**config.mk**
```make
export PLATFORM = sky130hd
export DESIGN_NAME = pipe_ctrl_top
export DESIGN_NICKNAME = d
export VERILOG_FILES = /design/src/rtl/isa_pkg.sv /design/src/rtl/pipe_pkg.sv /design/src/rtl/hazard_detect.sv /design/src/rtl/pipe_ctrl_top.sv /design/src/rtl/pipeline_control.sv /design/src/rtl/stage_valid_tracker.sv
export VERILOG_INCLUDE_DIRS = /design/src /design/src/include
export SDC_FILE = /design/constraint.sdc
export NUM_CORES = 1
export LEC_CHECK = 0
export ABC_AREA = 1
export BUFFER_PORTS_ARGS = -buffer_cell sky130_fd_sc_hd__buf_2
export CAP_MARGIN = 15
export CORE_MARGIN = 2
export CORE_UTILIZATION = 39
export CTS_CLUSTER_DIAMETER = 80
export CTS_CLUSTER_SIZE = 16
export DETAILED_ROUTE_END_ITERATION = 7
export PLACE_DENSITY = 0.75
export SLEW_MARGIN = 20
export SYNTH_ARGS = -nofsm -noshare
export SYNTH_HDL_FRONTEND = slang
export SYNTH_SLANG_ARGS = --single-unit
```
**constraint.sdc**
```tcl
create_clock -name clk -period 1.5 [get_ports clk]
set_input_delay 0.075 -clock clk [delete_from_list [all_inputs] [get_ports clk]]
set_output_delay 0.075 -clock clk [all_outputs]
set_load 0.05 [all_outputs]
```
**src/include/pipe_config.svh**
```systemverilog
`ifndef PIPE_CONFIG_SVH
`define PIPE_CONFIG_SVH

// one control bit per pipeline register plus PC and WB
`define PIPE_STAGES 6

// cycles EX stays occupied by a mul or div
`define MULDIV_CYCLES 4

`endif

```
**src/rtl/isa_pkg.sv**
```systemverilog
`default_nettype none

package isa_pkg;

  // one instruction word, decoded as R-type or I-type
  typedef union packed {
    struct packed {
      logic [6:0] funct7;
      logic [4:0] rs2;
      logic [4:0] rs1;
      logic [2:0] funct3;
      logic [4:0] rd;
      logic [6:0] opcode;
    } r_fmt;
    struct packed {
      logic [11:0] imm12;  // rs2 field lives in here for I-type
      logic [4:0]  rs1;
      logic [2:0]  funct3;
      logic [4:0]  rd;
      logic [6:0]  opcode;
    } i_fmt;
  } instr_u;

  // major opcodes relevant to hazard detection
  localparam logic [6:0] OPC_LOAD   = 7'b0000011;
  localparam logic [6:0] OPC_OP_IMM = 7'b0010011;
  localparam logic [6:0] OPC_STORE  = 7'b0100011;
  localparam logic [6:0] OPC_OP     = 7'b0110011;
  localparam logic [6:0] OPC_BRANCH = 7'b1100011;

endpackage

`default_nettype wire

```
**src/rtl/pipe_pkg.sv**
```systemverilog
`default_nettype none

`include "pipe_config.svh"

package pipe_pkg;

  // stall/flush word, one bit per stage register
  typedef logic [`PIPE_STAGES-1:0] ctrl_vec_t;

  // bit positions inside ctrl_vec_t
  localparam int STG_PC    = 0;
  localparam int STG_IF_ID = 1;
  localparam int STG_ID_EX = 2;
  localparam int STG_EX_MEM = 3;
  localparam int STG_MEM_WB = 4;
  localparam int STG_WB    = 5;

endpackage

`default_nettype wire

```
**src/rtl/hazard_detect.sv**
```systemverilog
`timescale 1ns/100ps
`default_nettype none

`include "pipe_config.svh"

module hazard_detect (
  input  wire                 clk,
  input  wire                 rst,
  input  wire isa_pkg::instr_u     id_instr_i,
  input  wire                 muldiv_start_i,
  input  wire pipe_pkg::ctrl_vec_t stall_i,
  input  wire pipe_pkg::ctrl_vec_t flush_i,
  output logic                load_use_o,
  output logic                mul_div_busy_o
);

  localparam int CNT_W = $clog2(`MULDIV_CYCLES + 1);

  logic [6:0]       id_opc;
  logic             rs1_used;
  logic             rs2_used;
  logic             ex_is_load;  // load sitting in ID/EX
  logic [4:0]       ex_rd;
  logic [CNT_W-1:0] muldiv_cnt;  // remaining busy cycles after the start cycle
  logic             muldiv_go;

  assign id_opc = id_instr_i.r_fmt.opcode;

  // which source fields the ID instruction really reads
  assign rs1_used = id_opc inside {isa_pkg::OPC_LOAD, isa_pkg::OPC_OP_IMM, isa_pkg::OPC_STORE,
                                   isa_pkg::OPC_OP, isa_pkg::OPC_BRANCH};
  assign rs2_used = id_opc inside {isa_pkg::OPC_STORE, isa_pkg::OPC_OP, isa_pkg::OPC_BRANCH};

  always_ff @(posedge clk) begin
    if (rst) begin
      ex_is_load <= 1'b0;
    end else if (flush_i[pipe_pkg::STG_ID_EX]) begin
      ex_is_load <= 1'b0;  // bubble into EX
    end else if (!stall_i[pipe_pkg::STG_ID_EX]) begin
      ex_is_load <= (id_opc == isa_pkg::OPC_LOAD);
    end
  end

  always_ff @(posedge clk) begin
    if (!stall_i[pipe_pkg::STG_ID_EX] && !flush_i[pipe_pkg::STG_ID_EX]) begin
      ex_rd <= id_instr_i.i_fmt.rd;
    end
  end

  // x0 never creates a dependency
  assign load_use_o = ex_is_load && (ex_rd != 5'd0) &&
                      ((rs1_used && (id_instr_i.r_fmt.rs1 == ex_rd)) ||
                       (rs2_used && (id_instr_i.r_fmt.rs2 == ex_rd)));

  // start only accepted while idle
  assign muldiv_go = muldiv_start_i && (muldiv_cnt == '0);

  always_ff @(posedge clk) begin
    if (rst) begin
      muldiv_cnt <= '0;
    end else if (muldiv_go) begin
      muldiv_cnt <= CNT_W'(`MULDIV_CYCLES - 1);  // start cycle counts as the first
    end else if (muldiv_cnt != '0) begin
      muldiv_cnt <= muldiv_cnt - CNT_W'(1);
    end
  end

  assign mul_div_busy_o = muldiv_go || (muldiv_cnt != '0);

  a_cnt_range: assert property (@(posedge clk) disable iff (rst)
    muldiv_cnt <= CNT_W'(`MULDIV_CYCLES))
    else $error("mul/div counter out of range: %0d", muldiv_cnt);

endmodule

`default_nettype wire

```
**src/rtl/pipe_ctrl_top.sv**
```systemverilog
`timescale 1ns/100ps
`default_nettype none

module pipe_ctrl_top (
  input  wire                 clk,
  input  wire                 rst,
  input  wire isa_pkg::instr_u     id_instr_i,
  input  wire                 muldiv_start_i,
  input  wire                 if_rdata_valid_i,
  input  wire                 ram_stall_if_i,
  input  wire                 ram_stall_mem_i,
  input  wire                 trap_stall_i,
  input  wire                 trap_flush_i,
  input  wire                 jump_i,
  output pipe_pkg::ctrl_vec_t stall_o,
  output pipe_pkg::ctrl_vec_t flush_o,
  output pipe_pkg::ctrl_vec_t stage_valid_o
);

  logic load_use;
  logic mul_div_busy;

  hazard_detect u_hazard_detect (
    .clk            (clk),
    .rst            (rst),
    .id_instr_i     (id_instr_i),
    .muldiv_start_i (muldiv_start_i),
    .stall_i        (stall_o),  // vectors fed back to hold the ID/EX load
    .flush_i        (flush_o),
    .load_use_o     (load_use),
    .mul_div_busy_o (mul_div_busy)
  );

  pipeline_control u_pipeline_control (
    .rst              (rst),
    .if_rdata_valid_i (if_rdata_valid_i),
    .ram_stall_if_i   (ram_stall_if_i),
    .ram_stall_mem_i  (ram_stall_mem_i),
    .trap_stall_i     (trap_stall_i),
    .trap_flush_i     (trap_flush_i),
    .jump_i           (jump_i),
    .mul_div_busy_i   (mul_div_busy),
    .load_use_i       (load_use),
    .stall_o          (stall_o),
    .flush_o          (flush_o)
  );

  stage_valid_tracker u_stage_valid_tracker (
    .clk           (clk),
    .rst           (rst),
    .stall_i       (stall_o),
    .flush_i       (flush_o),
    .stage_valid_o (stage_valid_o)
  );

endmodule

`default_nettype wire

```
**src/rtl/pipeline_control.sv**
```systemverilog
`timescale 1ns/100ps
`default_nettype none

module pipeline_control (
  input  wire  rst,
  input  wire  if_rdata_valid_i,
  input  wire  ram_stall_if_i,
  input  wire  ram_stall_mem_i,
  input  wire  trap_stall_i,
  input  wire  trap_flush_i,
  input  wire  jump_i,
  input  wire  mul_div_busy_i,
  input  wire  load_use_i,
  output pipe_pkg::ctrl_vec_t stall_o,
  output pipe_pkg::ctrl_vec_t flush_o
);

  // single-bubble flushes, named by the register that gets the bubble
  localparam pipe_pkg::ctrl_vec_t RAM_MEM_FLUSH  = pipe_pkg::ctrl_vec_t'(1) << pipe_pkg::STG_MEM_WB;
  localparam pipe_pkg::ctrl_vec_t MULDIV_FLUSH   = pipe_pkg::ctrl_vec_t'(1) << pipe_pkg::STG_EX_MEM;
  localparam pipe_pkg::ctrl_vec_t LOAD_USE_FLUSH = pipe_pkg::ctrl_vec_t'(1) << pipe_pkg::STG_ID_EX;

  localparam pipe_pkg::ctrl_vec_t RAM_STALL     = 6'b001111;  // PC up to EX/MEM
  localparam pipe_pkg::ctrl_vec_t TRAP_FLUSH    = 6'b001110;
  localparam pipe_pkg::ctrl_vec_t TRAP_F_STALL  = 6'b000010;
  localparam pipe_pkg::ctrl_vec_t TRAP_S_STALL  = 6'b111111;
  localparam pipe_pkg::ctrl_vec_t JUMP_STALL    = 6'b000010;
  localparam pipe_pkg::ctrl_vec_t JUMP_FLUSH    = 6'b000110;
  localparam pipe_pkg::ctrl_vec_t MULDIV_STALL  = 6'b000111;
  localparam pipe_pkg::ctrl_vec_t FRONT_STALL   = 6'b000011;  // PC and IF/ID only
  localparam pipe_pkg::ctrl_vec_t RESET_FLUSH   = 6'b011111;

  logic load_use_only;

  // later stages win
  always_comb begin
    stall_o = '0;
    flush_o = '0;
    if (rst) begin
      flush_o = RESET_FLUSH;
    end else if (ram_stall_mem_i) begin
      stall_o = RAM_STALL;
      flush_o = RAM_MEM_FLUSH;
    end else if (ram_stall_if_i) begin
      stall_o = RAM_STALL;  // no flush, fetch just waits
    end else if (trap_flush_i) begin
      stall_o = TRAP_F_STALL;
      flush_o = TRAP_FLUSH;
    end else if (trap_stall_i) begin
      stall_o = TRAP_S_STALL;
      flush_o = TRAP_FLUSH;
    end else if (jump_i) begin
      stall_o = JUMP_STALL;
      flush_o = JUMP_FLUSH;
    end else if (mul_div_busy_i) begin
      stall_o = MULDIV_STALL;
      flush_o = MULDIV_FLUSH;
    end else if (load_use_i) begin
      stall_o = FRONT_STALL;
      flush_o = LOAD_USE_FLUSH;
    end else if (!if_rdata_valid_i) begin
      stall_o = FRONT_STALL;
    end
  end

  assign load_use_only = !rst && load_use_i && !ram_stall_mem_i && !ram_stall_if_i &&
                         !trap_flush_i && !trap_stall_i && !jump_i && !mul_div_busy_i;

  // load-use from hazard_detect must freeze only the front end
  always_comb begin
    if (load_use_only) begin
      a_load_use_stall: assert (stall_o == FRONT_STALL)
        else $error("load-use stall vector wrong: %b", stall_o);
    end
  end

endmodule

`default_nettype wire

```
**src/rtl/stage_valid_tracker.sv**
```systemverilog
`timescale 1ns/100ps
`default_nettype none

module stage_valid_tracker (
  input  wire                 clk,
  input  wire                 rst,
  input  wire pipe_pkg::ctrl_vec_t stall_i,
  input  wire pipe_pkg::ctrl_vec_t flush_i,
  output pipe_pkg::ctrl_vec_t stage_valid_o
);

  always_ff @(posedge clk) begin
    if (rst) begin
      stage_valid_o <= '0;
    end else begin
      // PC always has a next instruction to fetch
      if (flush_i[pipe_pkg::STG_PC]) begin
        stage_valid_o[pipe_pkg::STG_PC] <= 1'b0;
      end else if (!stall_i[pipe_pkg::STG_PC]) begin
        stage_valid_o[pipe_pkg::STG_PC] <= 1'b1;
      end

      for (int i = pipe_pkg::STG_IF_ID; i <= pipe_pkg::STG_WB; i++) begin
        if (flush_i[i]) begin
          stage_valid_o[i] <= 1'b0;  // flush beats stall
        end else if (!stall_i[i]) begin
          stage_valid_o[i] <= stage_valid_o[i-1];
        end
      end
    end
  end

  // whatever was flushed must read invalid one cycle later
  a_flush_clears: assert property (@(posedge clk) disable iff (rst)
    (flush_i != '0) |=> ((stage_valid_o & $past(flush_i)) == '0))
    else $error("flushed stage still valid: %b", stage_valid_o);

endmodule

`default_nettype wire

```
* Yosys cells after proc, flatten, opt, wreduce, memory -nomap -nowiden *
Cells that the tools add are included.

operators by class
  reductions and logical operators = 23
  shift-type cells = 0
  multiply operators = 0
  mux-type cells = 19
  bitwise gates (word level) = 0
  $add $sub $neg = 1
  equal/unequal tests = 7
  order comparisons = 0
  div/mod/pow operators = 0

operator list
  operator               count
  $mux W6                15
  $eq A7 B6 Y1 const B   2
  $reduce_or A2 Y1       7
  $eq A5 B5 Y1           2
  $reduce_bool A5 Y1     2
  $eq A7 B2 Y1 const B   1
  $eq A7 B5 Y1 const B   1
  $eq A7 B7 Y1 const B   1
  $logic_and A1 B1 Y1    6
  $mux W2                3
  $reduce_bool A3 Y1     2
  $logic_not A3 Y1       1
  $mux W3                1
  $sub A3 B1 Y3 const B  1
  $logic_not A1 Y1       2
  $logic_or A1 B1 Y1     2
  $reduce_bool A2 Y1     1

word-level totals
  word-level logic and storage cells = 60
  output and inout port bits = 18
  bits in latches = 0
  register bits after elaboration = 15
  memories kept = 0
  memory bits (read-only) = 0
  bits in writable memories = 0

* Logic depth before layout (Yosys ltp) *
Gate-level depths: netlist (run 1).

  word-level depth = 15
  gate-level depth with buffers = 11

* By module *
From an unflattened synthesis (run 1), not the netlist that was laid out.

second synthesis, totals
  cells, all modules = 160
  area, all modules = 1027.2 um^2

modules (own cells, without submodules)
  module               instances  cells each  seq. area each (um^2)  area each (um^2)
  hazard_detect        1          88          230.2                  598.1
  stage_valid_tracker  1          39          120.1                  260.2
  pipeline_control     1          33          0.0                    168.9

* Worst setup path before layout (run 1) *
OpenSTA, ideal clock, no wires.

  kind = flip-flop to flip-flop
  start = register u_hazard_detect.muldiv_cnt[0]
  end = register u_hazard_detect.ex_rd[0], enable pin
  cell stages (with the launch flop) = 8
  arrival = 1407 ps
  slack = -180 ps
  setup time = 272 ps
  path through = dfxtp_1 inv_1 ha_1 nand2_4 nor2_2 nand2_1 o21ai_4 nor2_2

on the way
  longest elaborated chain between the ends = 12
  elaborated cells between the ends (all ways) = 21
  those cells by class = 14 x mux; 7 x reduce/logical

RTL lines
  element                   line                    RTL
  start: declaration        hazard_detect.sv:24     logic [CNT_W-1:0] muldiv_cnt;
  start signal: assignment  hazard_detect.sv:62     muldiv_cnt <= CNT_W'(`MULDIV_CYCLES - 1);
  start signal: assignment  hazard_detect.sv:64     muldiv_cnt <= muldiv_cnt - CNT_W'(1);
  $logic_not A3 Y1          hazard_detect.sv:56     assign muldiv_go = muldiv_start_i && (muldiv_cnt == '0);
  $logic_and A1 B1 Y1       hazard_detect.sv:56
  $logic_or A1 B1 Y1 (*)    hazard_detect.sv:68     assign mul_div_busy_o = muldiv_go || (muldiv_cnt != '0);
  $mux W6 (*)               pipeline_control.sv:55  end else if (mul_div_busy_i) begin
  $mux W6 (*)               pipeline_control.sv:52  end else if (jump_i) begin
  $mux W6 (*)               pipeline_control.sv:49  end else if (trap_stall_i) begin
  $mux W6 (*)               pipeline_control.sv:46  end else if (trap_flush_i) begin
  $mux W6 (*)               pipeline_control.sv:44  end else if (ram_stall_if_i) begin
  $mux W6 (*)               pipeline_control.sv:41  end else if (ram_stall_mem_i) begin
  $mux W6 (*)               pipeline_control.sv:39  if (rst) begin
  via flush_o[2]            pipe_ctrl_top.sv:16     output pipe_pkg::ctrl_vec_t flush_o,
  $logic_not A1 Y1 (*)      hazard_detect.sv:45     if (!stall_i[pipe_pkg::STG_ID_EX] && !flush_i[pipe_pkg::STG_ID_EX]) begin
  $logic_and A1 B1 Y1 (*)   hazard_detect.sv:45
  end signal: assignment    hazard_detect.sv:46     ex_rd <= id_instr_i.i_fmt.rd;
  end: declaration          hazard_detect.sv:23     logic [4:0] ex_rd;

The timed path passes the listed nets; every way through them passes the cells marked *.
A chain may end at the register's enable or synchronous reset.

* Final worst setup path (run 1) *
  start = register u_hazard_detect.ex_rd[2]
  end = output port stall_o[1]

on the way
  longest elaborated chain between the ends = 12
  elaborated cells between the ends (all ways) = 16
  those cells by class = 2 x eq/ne; 8 x mux; 6 x reduce/logical

RTL lines
  element                                        line                                      RTL
  $eq A5 B5 Y1, on equally long branches         hazard_detect.sv:52, hazard_detect.sv:53
  $logic_and A1 B1 Y1, on equally long branches  hazard_detect.sv:52, hazard_detect.sv:53
  $logic_or A1 B1 Y1                             hazard_detect.sv:52                       ((rs1_used && (id_instr_i.r_fmt.rs1 == ex_rd)) ||
  $logic_and A1 B1 Y1 (*)                        hazard_detect.sv:51                       assign load_use_o = ex_is_load && (ex_rd != 5'd0) &&
  $mux W6 (*)                                    pipeline_control.sv:58                    end else if (load_use_i) begin
  $mux W6 (*)                                    pipeline_control.sv:55
  $mux W6 (*)                                    pipeline_control.sv:52
  $mux W6 (*)                                    pipeline_control.sv:49
  $mux W6 (*)                                    pipeline_control.sv:46
  $mux W6 (*)                                    pipeline_control.sv:44
  $mux W6 (*)                                    pipeline_control.sv:41
  $mux W6 (*)                                    pipeline_control.sv:39
  end: declaration                               pipe_ctrl_top.sv:15                       output pipe_pkg::ctrl_vec_t stall_o,

Every way passes the cells marked *; elsewhere a longest branch is shown, timed or not.

==> results of run 1 <==
placed cells by master, fill, tap and decap left out, types with 6 or more instances in the layout:
cell type	n
sky130_fd_sc_hd__buf_2	42
sky130_fd_sc_hd__nand2_1	37
sky130_fd_sc_hd__inv_1	24
sky130_fd_sc_hd__nor2_1	14
sky130_fd_sc_hd__buf_4	12
sky130_fd_sc_hd__inv_2	9
sky130_fd_sc_hd__dfxtp_1	8
sky130_fd_sc_hd__nand2_2	7
sky130_fd_sc_hd__nand3_1	6
sky130_fd_sc_hd__buf_6	6
worst max-delay path, cell delays in order, from the launching register on:
cell and delay (ps):
sky130_fd_sc_hd__edfxtp_1 430, sky130_fd_sc_hd__inv_2 90, sky130_fd_sc_hd__nand3_1 90, sky130_fd_sc_hd__nor3_1 130, sky130_fd_sc_hd__nor2_1 80, sky130_fd_sc_hd__nand2_2 110, sky130_fd_sc_hd__nand3_2 90, sky130_fd_sc_hd__nand2_1 90
sky130_fd_sc_hd__inv_1 50, sky130_fd_sc_hd__buf_6 140
layer usage:
metal  up-vias  wire length [um]  global-route usage [%]
met3         0               148                   2.326
met2        37              1319                   31.29
met5         -                 0                       0
li1        597                 -                       -
met4         0                 0                   4.181
met1       479              1105                   19.88
layout make-up:
cell class	instances	area share (%)
repair buffers	67	27.93
multi-input cells	99	37.83
inverters	34	8.268
clock buffers	4	1.638
well taps	30	2.340
flip-flops and latches	15	22.00
flip-flops by register name, summed over array words and instances (netlist names):
name and count:
u_hazard_detect.ex_rd 5, u_stage_valid_tracker.stage_valid_o 6, u_hazard_detect.muldiv_cnt 3, u_hazard_detect.ex_is_load 1
cells by family (layout without fill, tap and decap cells):
family | Yosys count | in the layout | share of synthesized area (%)
fa+ha+maj | 2 | 2 | 2.406
compound gates | 19 | 19 | 13.12
other cells | 1 | 1 | 0.3607
simple gates | 76 | 76 | 34.66
buf+inv | 37 | 105 | 14.92
flops | 15 | 15 | 33.69
xor+xnor | 1 | 1 | 0.8425
worst max-delay path by stage:
stage                                        start                  endpoint  depth (start not counted)
after global placement    u_hazard_detect.ex_rd[2]                flush_o[2]                          8
after CTS                 u_hazard_detect.ex_rd[4]                stall_o[1]                         10
after detailed placement  u_hazard_detect.ex_rd[2]                flush_o[2]                          8
after global routing      u_hazard_detect.ex_rd[4]                stall_o[1]                         10
final                     u_hazard_detect.ex_rd[2]                stall_o[1]                          9
after floorplan           u_hazard_detect.ex_rd[0]  u_hazard_detect.ex_rd[0]                          8
stage by stage:
step	worst slack (ps)	util (%)	cell area, sq um	cells	setup TNS (ps)
after global placement	26.39	53.30	1333	229	0
after CTS	-154.3	61.81	1545	250	-1431
after floorplan	-107.7	-	1052	151	-538.4
after global routing	-295.4	64.16	1604	249	-2472
final	-156.3	64.16	1604	249	-1137
after detailed placement	11.86	53.30	1333	229	0
power breakdown:
group          switching, W  internal (W)
Sequential        0.0000339      0.000469
Combinational      0.000396      0.000370
Clock              0.000125      0.000103
Total              0.000554      0.000942
timing repair:
| action | 4_1_cts | 5_1_grt |
|---|---|---|
| hold buffers | 5 | 0 |
| hold endpoints to repair | 5 | 0 |
| gates resized for setup | 16 | 15 |
| buffers inserted | 12 | 3 |
| setup endpoints to repair | 5 | 16 |
| pin swaps | 12 | 10 |
==> flow_summary_export.csv, run 1 <==
group,metric,value,unit
status,outcome,"finished with violations",
status,failing_checks,"setup timing",
synthesis,dominantRegCellSynth,"sky130_fd_sc_hd__dfxtp_1",
die,dieArea,3095,sq um
critical_path,r2r-start,"u_hazard_detect.ex_rd[2]",
synthesis,synth.net_count,194,
critical_path,cp_max_fo,3,
detailed_routing,routed_wl,2573,um
synthesis,yosysUniqueCellTypes,27,
timing,fmax,603.8,MHz
grt,antenna_found_initial,0,
cts,cts_max_path_buffers,2,
detailed_routing,drt.antenna.violating_nets,0,
timing,setup_viol_count_final,11,
synthesis,syn-instance-count,151,
detailed_routing,wire_per_inst,10.33,um
critical_path,setup.worst_path.end_class,"primary output",
synthesis,leading_cell_types_by_total_area_after_synthesis,"sky130_fd_sc_hd__dfxtp_1, sky130_fd_sc_hd__edfxtp_1, sky130_fd_sc_hd__nand2_1",
critical_path,worstPathRequired,1420,ps
die,die_x,55.64,um
grt,grt_pass1_vias,1041,
synthesis,yosys.area.top_type,"sky130_fd_sc_hd__dfxtp_1",
synthesis,synth_area,1040,sq um
die,placement_rows,18,
power,cellPowerDensity,933.0,nW/um^2
synthesis,count_leader_synth,"sky130_fd_sc_hd__nand2_1",
detailed_routing,via_per_inst,4.470,
placement,gp_routability_congestion,0.7985,
layout,areaGrowthSynthToFinish,54.27,%
power,power.static_leakage,0.8342,nW
critical_path,setup.worst_path.class,"register to primary output",
layout,fillers,242,
synthesis,seq_total_area_yosys,33.69,%
die,initial_util,41.59,%
min_path,holdCritPathClass,"primary input to register",
timing,grt_setup_unrepaired,"yes",
timing,fin_crit,1656,ps
min_path,worst_hold_start,"rst",
synthesis,synth_top_area_share,19.25,%
power,post-layout-total-power,0.001497,W
min_path,min_to,"u_stage_valid_tracker.stage_valid_o[0]",
layout,final_layout_size_suffix_gt1_share,48.86,%
critical_path,reg2reg_to,"u_hazard_detect.ex_rd[0]",
job,max_cap_viol_count,0,
layout,layout.nets,263,
timing,min_period_over_period,110.4,%
cts,h_tree_levels,1,
synthesis,async_reset_ff_share,0,%
grt,grt_overflow_total,0,
placement,detailed_place_hpwl,1785,um
synthesis,ys_top_cells_by_count,"sky130_fd_sc_hd__nand2_1, sky130_fd_sc_hd__inv_1, sky130_fd_sc_hd__nor2_1",
critical_path,r2r_cells,8,
grt,grt_first_pass_wirelength,4195,um
die,i_o_pin_count,59,
critical_path,worst-r2r-setup-slack,-100,ps
grt,grt_start_max_net_pins,9,
cts,clock-root-buffer,"sky130_fd_sc_hd__clkbuf_4",
critical_path,critical_path_arrival,1580,ps
power,ir_drop,0.0008850,V
cts,numCtsBuffers,3,
synthesis,synth-edff-count,5,
layout,area_of_the_multi_input_gates,606.8,sq um
die,die_y,55.64,um
timing,slew_violations,0,
layout,regArea,352.8,sq um
grt,track_usage,16.74,%
synthesis,synth.yosys.warnings,0,
detailed_routing,firstDrtPassIters,4,
detailed_routing,dr_total_vias,1113,
placement,io_buffers,47,
cts,worst_setup_hold_path_clk_slew,90,ps
timing,fin_ws,-156.3,ps
cts,cts.sink_count,15,
timing,hold_worst_slack,62.05,ps
detailed_routing,drtIter0Drc,33,
cts,cts_tree,"built",
synthesis,post_synthesis_area_per_instance,6.886,sq um
cts,clk-insertion-delay-late,280,ps
synthesis,count_of_state_elements_after_synthesis,15,
timing,finalClockSkew,7.408,ps
detailed_routing,drc_errors,0,
timing,timing_hold_violations_final,0,
min_path,min_delay_path_depth,2,
die,fp.coreArea,2500,sq um
critical_path,worstSetupStartpointType,"register",
layout,antennaDiodeCount,0,
No activity file was read; power rests on OpenSTA's default activity.
==> inputs of run 2 (changes only) <==
- ABC_CLOCK_PERIOD_IN_PS: not set -> 1500
- CORE_ASPECT_RATIO: not set -> 0.75
- GPL_TIMING_DRIVEN: not set -> 1
==> flow_summary_export.csv, run 2 (synthesized netlist as in run 1, its figures left out) <==
group,metric,value,unit
critical_path,crit_slowest_cell,"sky130_fd_sc_hd__dfxtp_2",
detailed_routing,drt.antenna.violating_nets,0,
timing,fin_ws,-168.0,ps
layout,antennaDiodeCount,0,
timing,fmax,599.5,MHz
placement,io_buffers,47,
die,placement_rows,16,
power,cellPowerDensity,901.8,nW/um^2
timing,fin_crit,1668,ps
critical_path,setup.worst_path.class,"register to primary output",
grt,grt_pass1_vias,985,
detailed_routing,drc_errors,0,
layout,final_cells,253,
layout,areaGrowthSynthToFinish,51.50,%
critical_path,crit_path_max_incr_delay,340,ps
layout,most_frequent_cells_in_the_layout,"sky130_fd_sc_hd__buf_2, sky130_fd_sc_hd__nand2_1, sky130_fd_sc_hd__inv_1",
cts,h_tree_levels,1,
critical_path,setup.worst_path.end_class,"primary output",
critical_path,worst-r2r-setup-slack,-80,ps
power,power.internal,0.0008963,W
power,ir_drop,0.0005925,V
timing,grt_setup_unrepaired,"yes",
status,outcome,"finished with violations",
placement,detailed_place_hpwl,1795,um
grt,grt_first_pass_wirelength,4112,um
placement,gp_routability_congestion,0.8223,
critical_path,reg2reg_to,"u_hazard_detect.ex_is_load",
critical_path,r2r-start,"u_hazard_detect.muldiv_cnt[0]",
cts,clk-insertion-delay-late,290,ps
job,max_cap_viol_count,0,
grt,antenna_found_initial,0,
cts,cts_max_path_buffers,2,
detailed_routing,via_per_inst,4.387,
critical_path,worstPathBufferInverterCount,3,
detailed_routing,firstDrtPassIters,4,
timing,min_period_over_period,111.2,%
grt,track_usage,16.59,%
timing,finalClockSkew,2.275,ps
die,initial_util,40.58,%
cts,cts.sink_count,15,
die,die_y,48.72,um
critical_path,r2r_cells,12,
detailed_routing,wire_per_inst,9.656,um
power,power.static_leakage,0.8218,nW
power,post-layout-total-power,0.001421,W
die,dieArea,3099,sq um
critical_path,critical_path_arrival,1590,ps
timing,fin_tns_setup,-1079,ps
min_path,holdCritPathClass,"primary input to register",
grt,grt_overflow_total,0,
detailed_routing,dr_total_vias,1110,
layout,reg_top3,"u_stage_valid_tracker.stage_valid_o x6, u_hazard_detect.ex_rd x5, u_hazard_detect.muldiv_cnt x3",
power,power_switching,0.0005243,W
power,share_of_total_power_in_sequential_cells,35.4,%
cts,cts_tree,"built",
power,share_clk_of_total_power,16.3,%
layout,final_core_util,61.47,%
detailed_routing,drtIter0Drc,27,
power,combinationalPowerShare,48.4,%
layout,largest_register,"u_stage_valid_tracker.stage_valid_o",
power,power_switching_share,36.90,%
timing,hold_worst_slack,46.88,ps
die,fp.coreArea,2562,sq um
die,die_x,63.62,um
grt,grt_start_max_net_pins,10,
cts,worst_setup_hold_path_clk_slew,90,ps
detailed_routing,routed_wl,2443,um
layout,layout.nets,261,
timing,timing_hold_violations_final,0,
status,failing_checks,"setup timing",
cts,numCtsBuffers,3,
cts,clock-root-buffer,"sky130_fd_sc_hd__clkbuf_4",
critical_path,cp_max_fo,3,
min_path,worst_hold_start,"rst",
critical_path,crit_path_cell_trace,"inv_4, ha_4, nand2_4, nor2_4, buf_4, nand2_1, o21ai_4, buf_6",
timing,setup_viol_count_final,12,
critical_path,critical-path-top-delay-family,"buffers and inverters",
critical_path,worstPathRequired,1420,ps
layout,largest_register_ffs,6,
min_path,min_to,"u_stage_valid_tracker.stage_valid_o[0]",
critical_path,worstSetupStartpointType,"register",
min_path,min_delay_path_depth,2,
layout,mostFrequentLayoutCell,"sky130_fd_sc_hd__buf_2",
placement,numPlacedInstances,235,
layout,final_layout_size_suffix_gt1_share,47.93,%
timing,slew_violations,0,
die,i_o_pin_count,59,
run 2: cell types whose count changed in the layout (fill, tap and decap cells not counted), sizes merged:
cell and change:
clkinv +1, buf -2, clkbuf -1
run 2: per-layer routing:
layer / vias to the layer above / track usage [%] / share of wire [%]
li1: 592 / - / -
met1: 479 / 21.07 / 44
met2: 36 / 28.07 / 48
met3: 3 / 4.651 / 6.8
met4: 0 / 3.623 / 0.70
met5: - / 0 / 0
run 2: power by group through the flow:
| stage | Clock (W) | Combinational, W | Sequential [W] |
|---|---|---|---|
| floorplan | 0 | 0.000356 | 0.000502 |
| global placement | 0 | 0.000520 | 0.000496 |
| detailed placement | 0 | 0.000529 | 0.000496 |
| CTS | 0.000237 | 0.000616 | 0.000498 |
| global route | 0.000259 | 0.000751 | 0.000508 |
| finish | 0.000231 | 0.000687 | 0.000502 |
run 2: worst max path at each step:
stage | from | end | slack (ps) | depth (start not counted)
floorplan | u_hazard_detect.ex_rd[0] | u_hazard_detect.ex_rd[0] | -110 | 8
global placement | u_hazard_detect.muldiv_cnt[0] | u_hazard_detect.ex_rd[2] | 20 | 8
detailed placement | u_hazard_detect.muldiv_cnt[0] | stall_o[2] | -10 | 10
CTS | u_hazard_detect.ex_rd[0] | stall_o[0] | -160 | 10
global route | u_hazard_detect.ex_rd[0] | stall_o[0] | -310 | 10
finish | u_hazard_detect.muldiv_cnt[0] | flush_o[2] | -170 | 8
run 2: through the flow:
step                cell area (sq um)  setup WS, ps
global placement                 1340         15.70
finish                           1575        -168.0
global route                     1575        -309.9
CTS                              1505        -159.8
floorplan                        1052        -107.7
detailed placement               1340        -13.12
run 2: layout make-up:
class	instances	area [sq um]
flip-flops and latches	15	352.8
well taps	36	45.04
fillers	244	987.2
clock inverters	1	5.005
inverters	34	135.1
clock buffers	3	22.52
multi-input cells	99	585.6
repair buffers	65	429.2
run 2: what timing repair did:
| action | in CTS | in global routing |
|---|---|---|
| endpoints found under the hold margin | 5 | 0 |
| hold buffers | 5 | 0 |
| pin swaps | 6 | 4 |
| gates resized for setup | 21 | 7 |
| endpoints found under the setup margin | 10 | 12 |
| gates cloned | 0 | 0 |
| setup buffers | 3 | 6 |
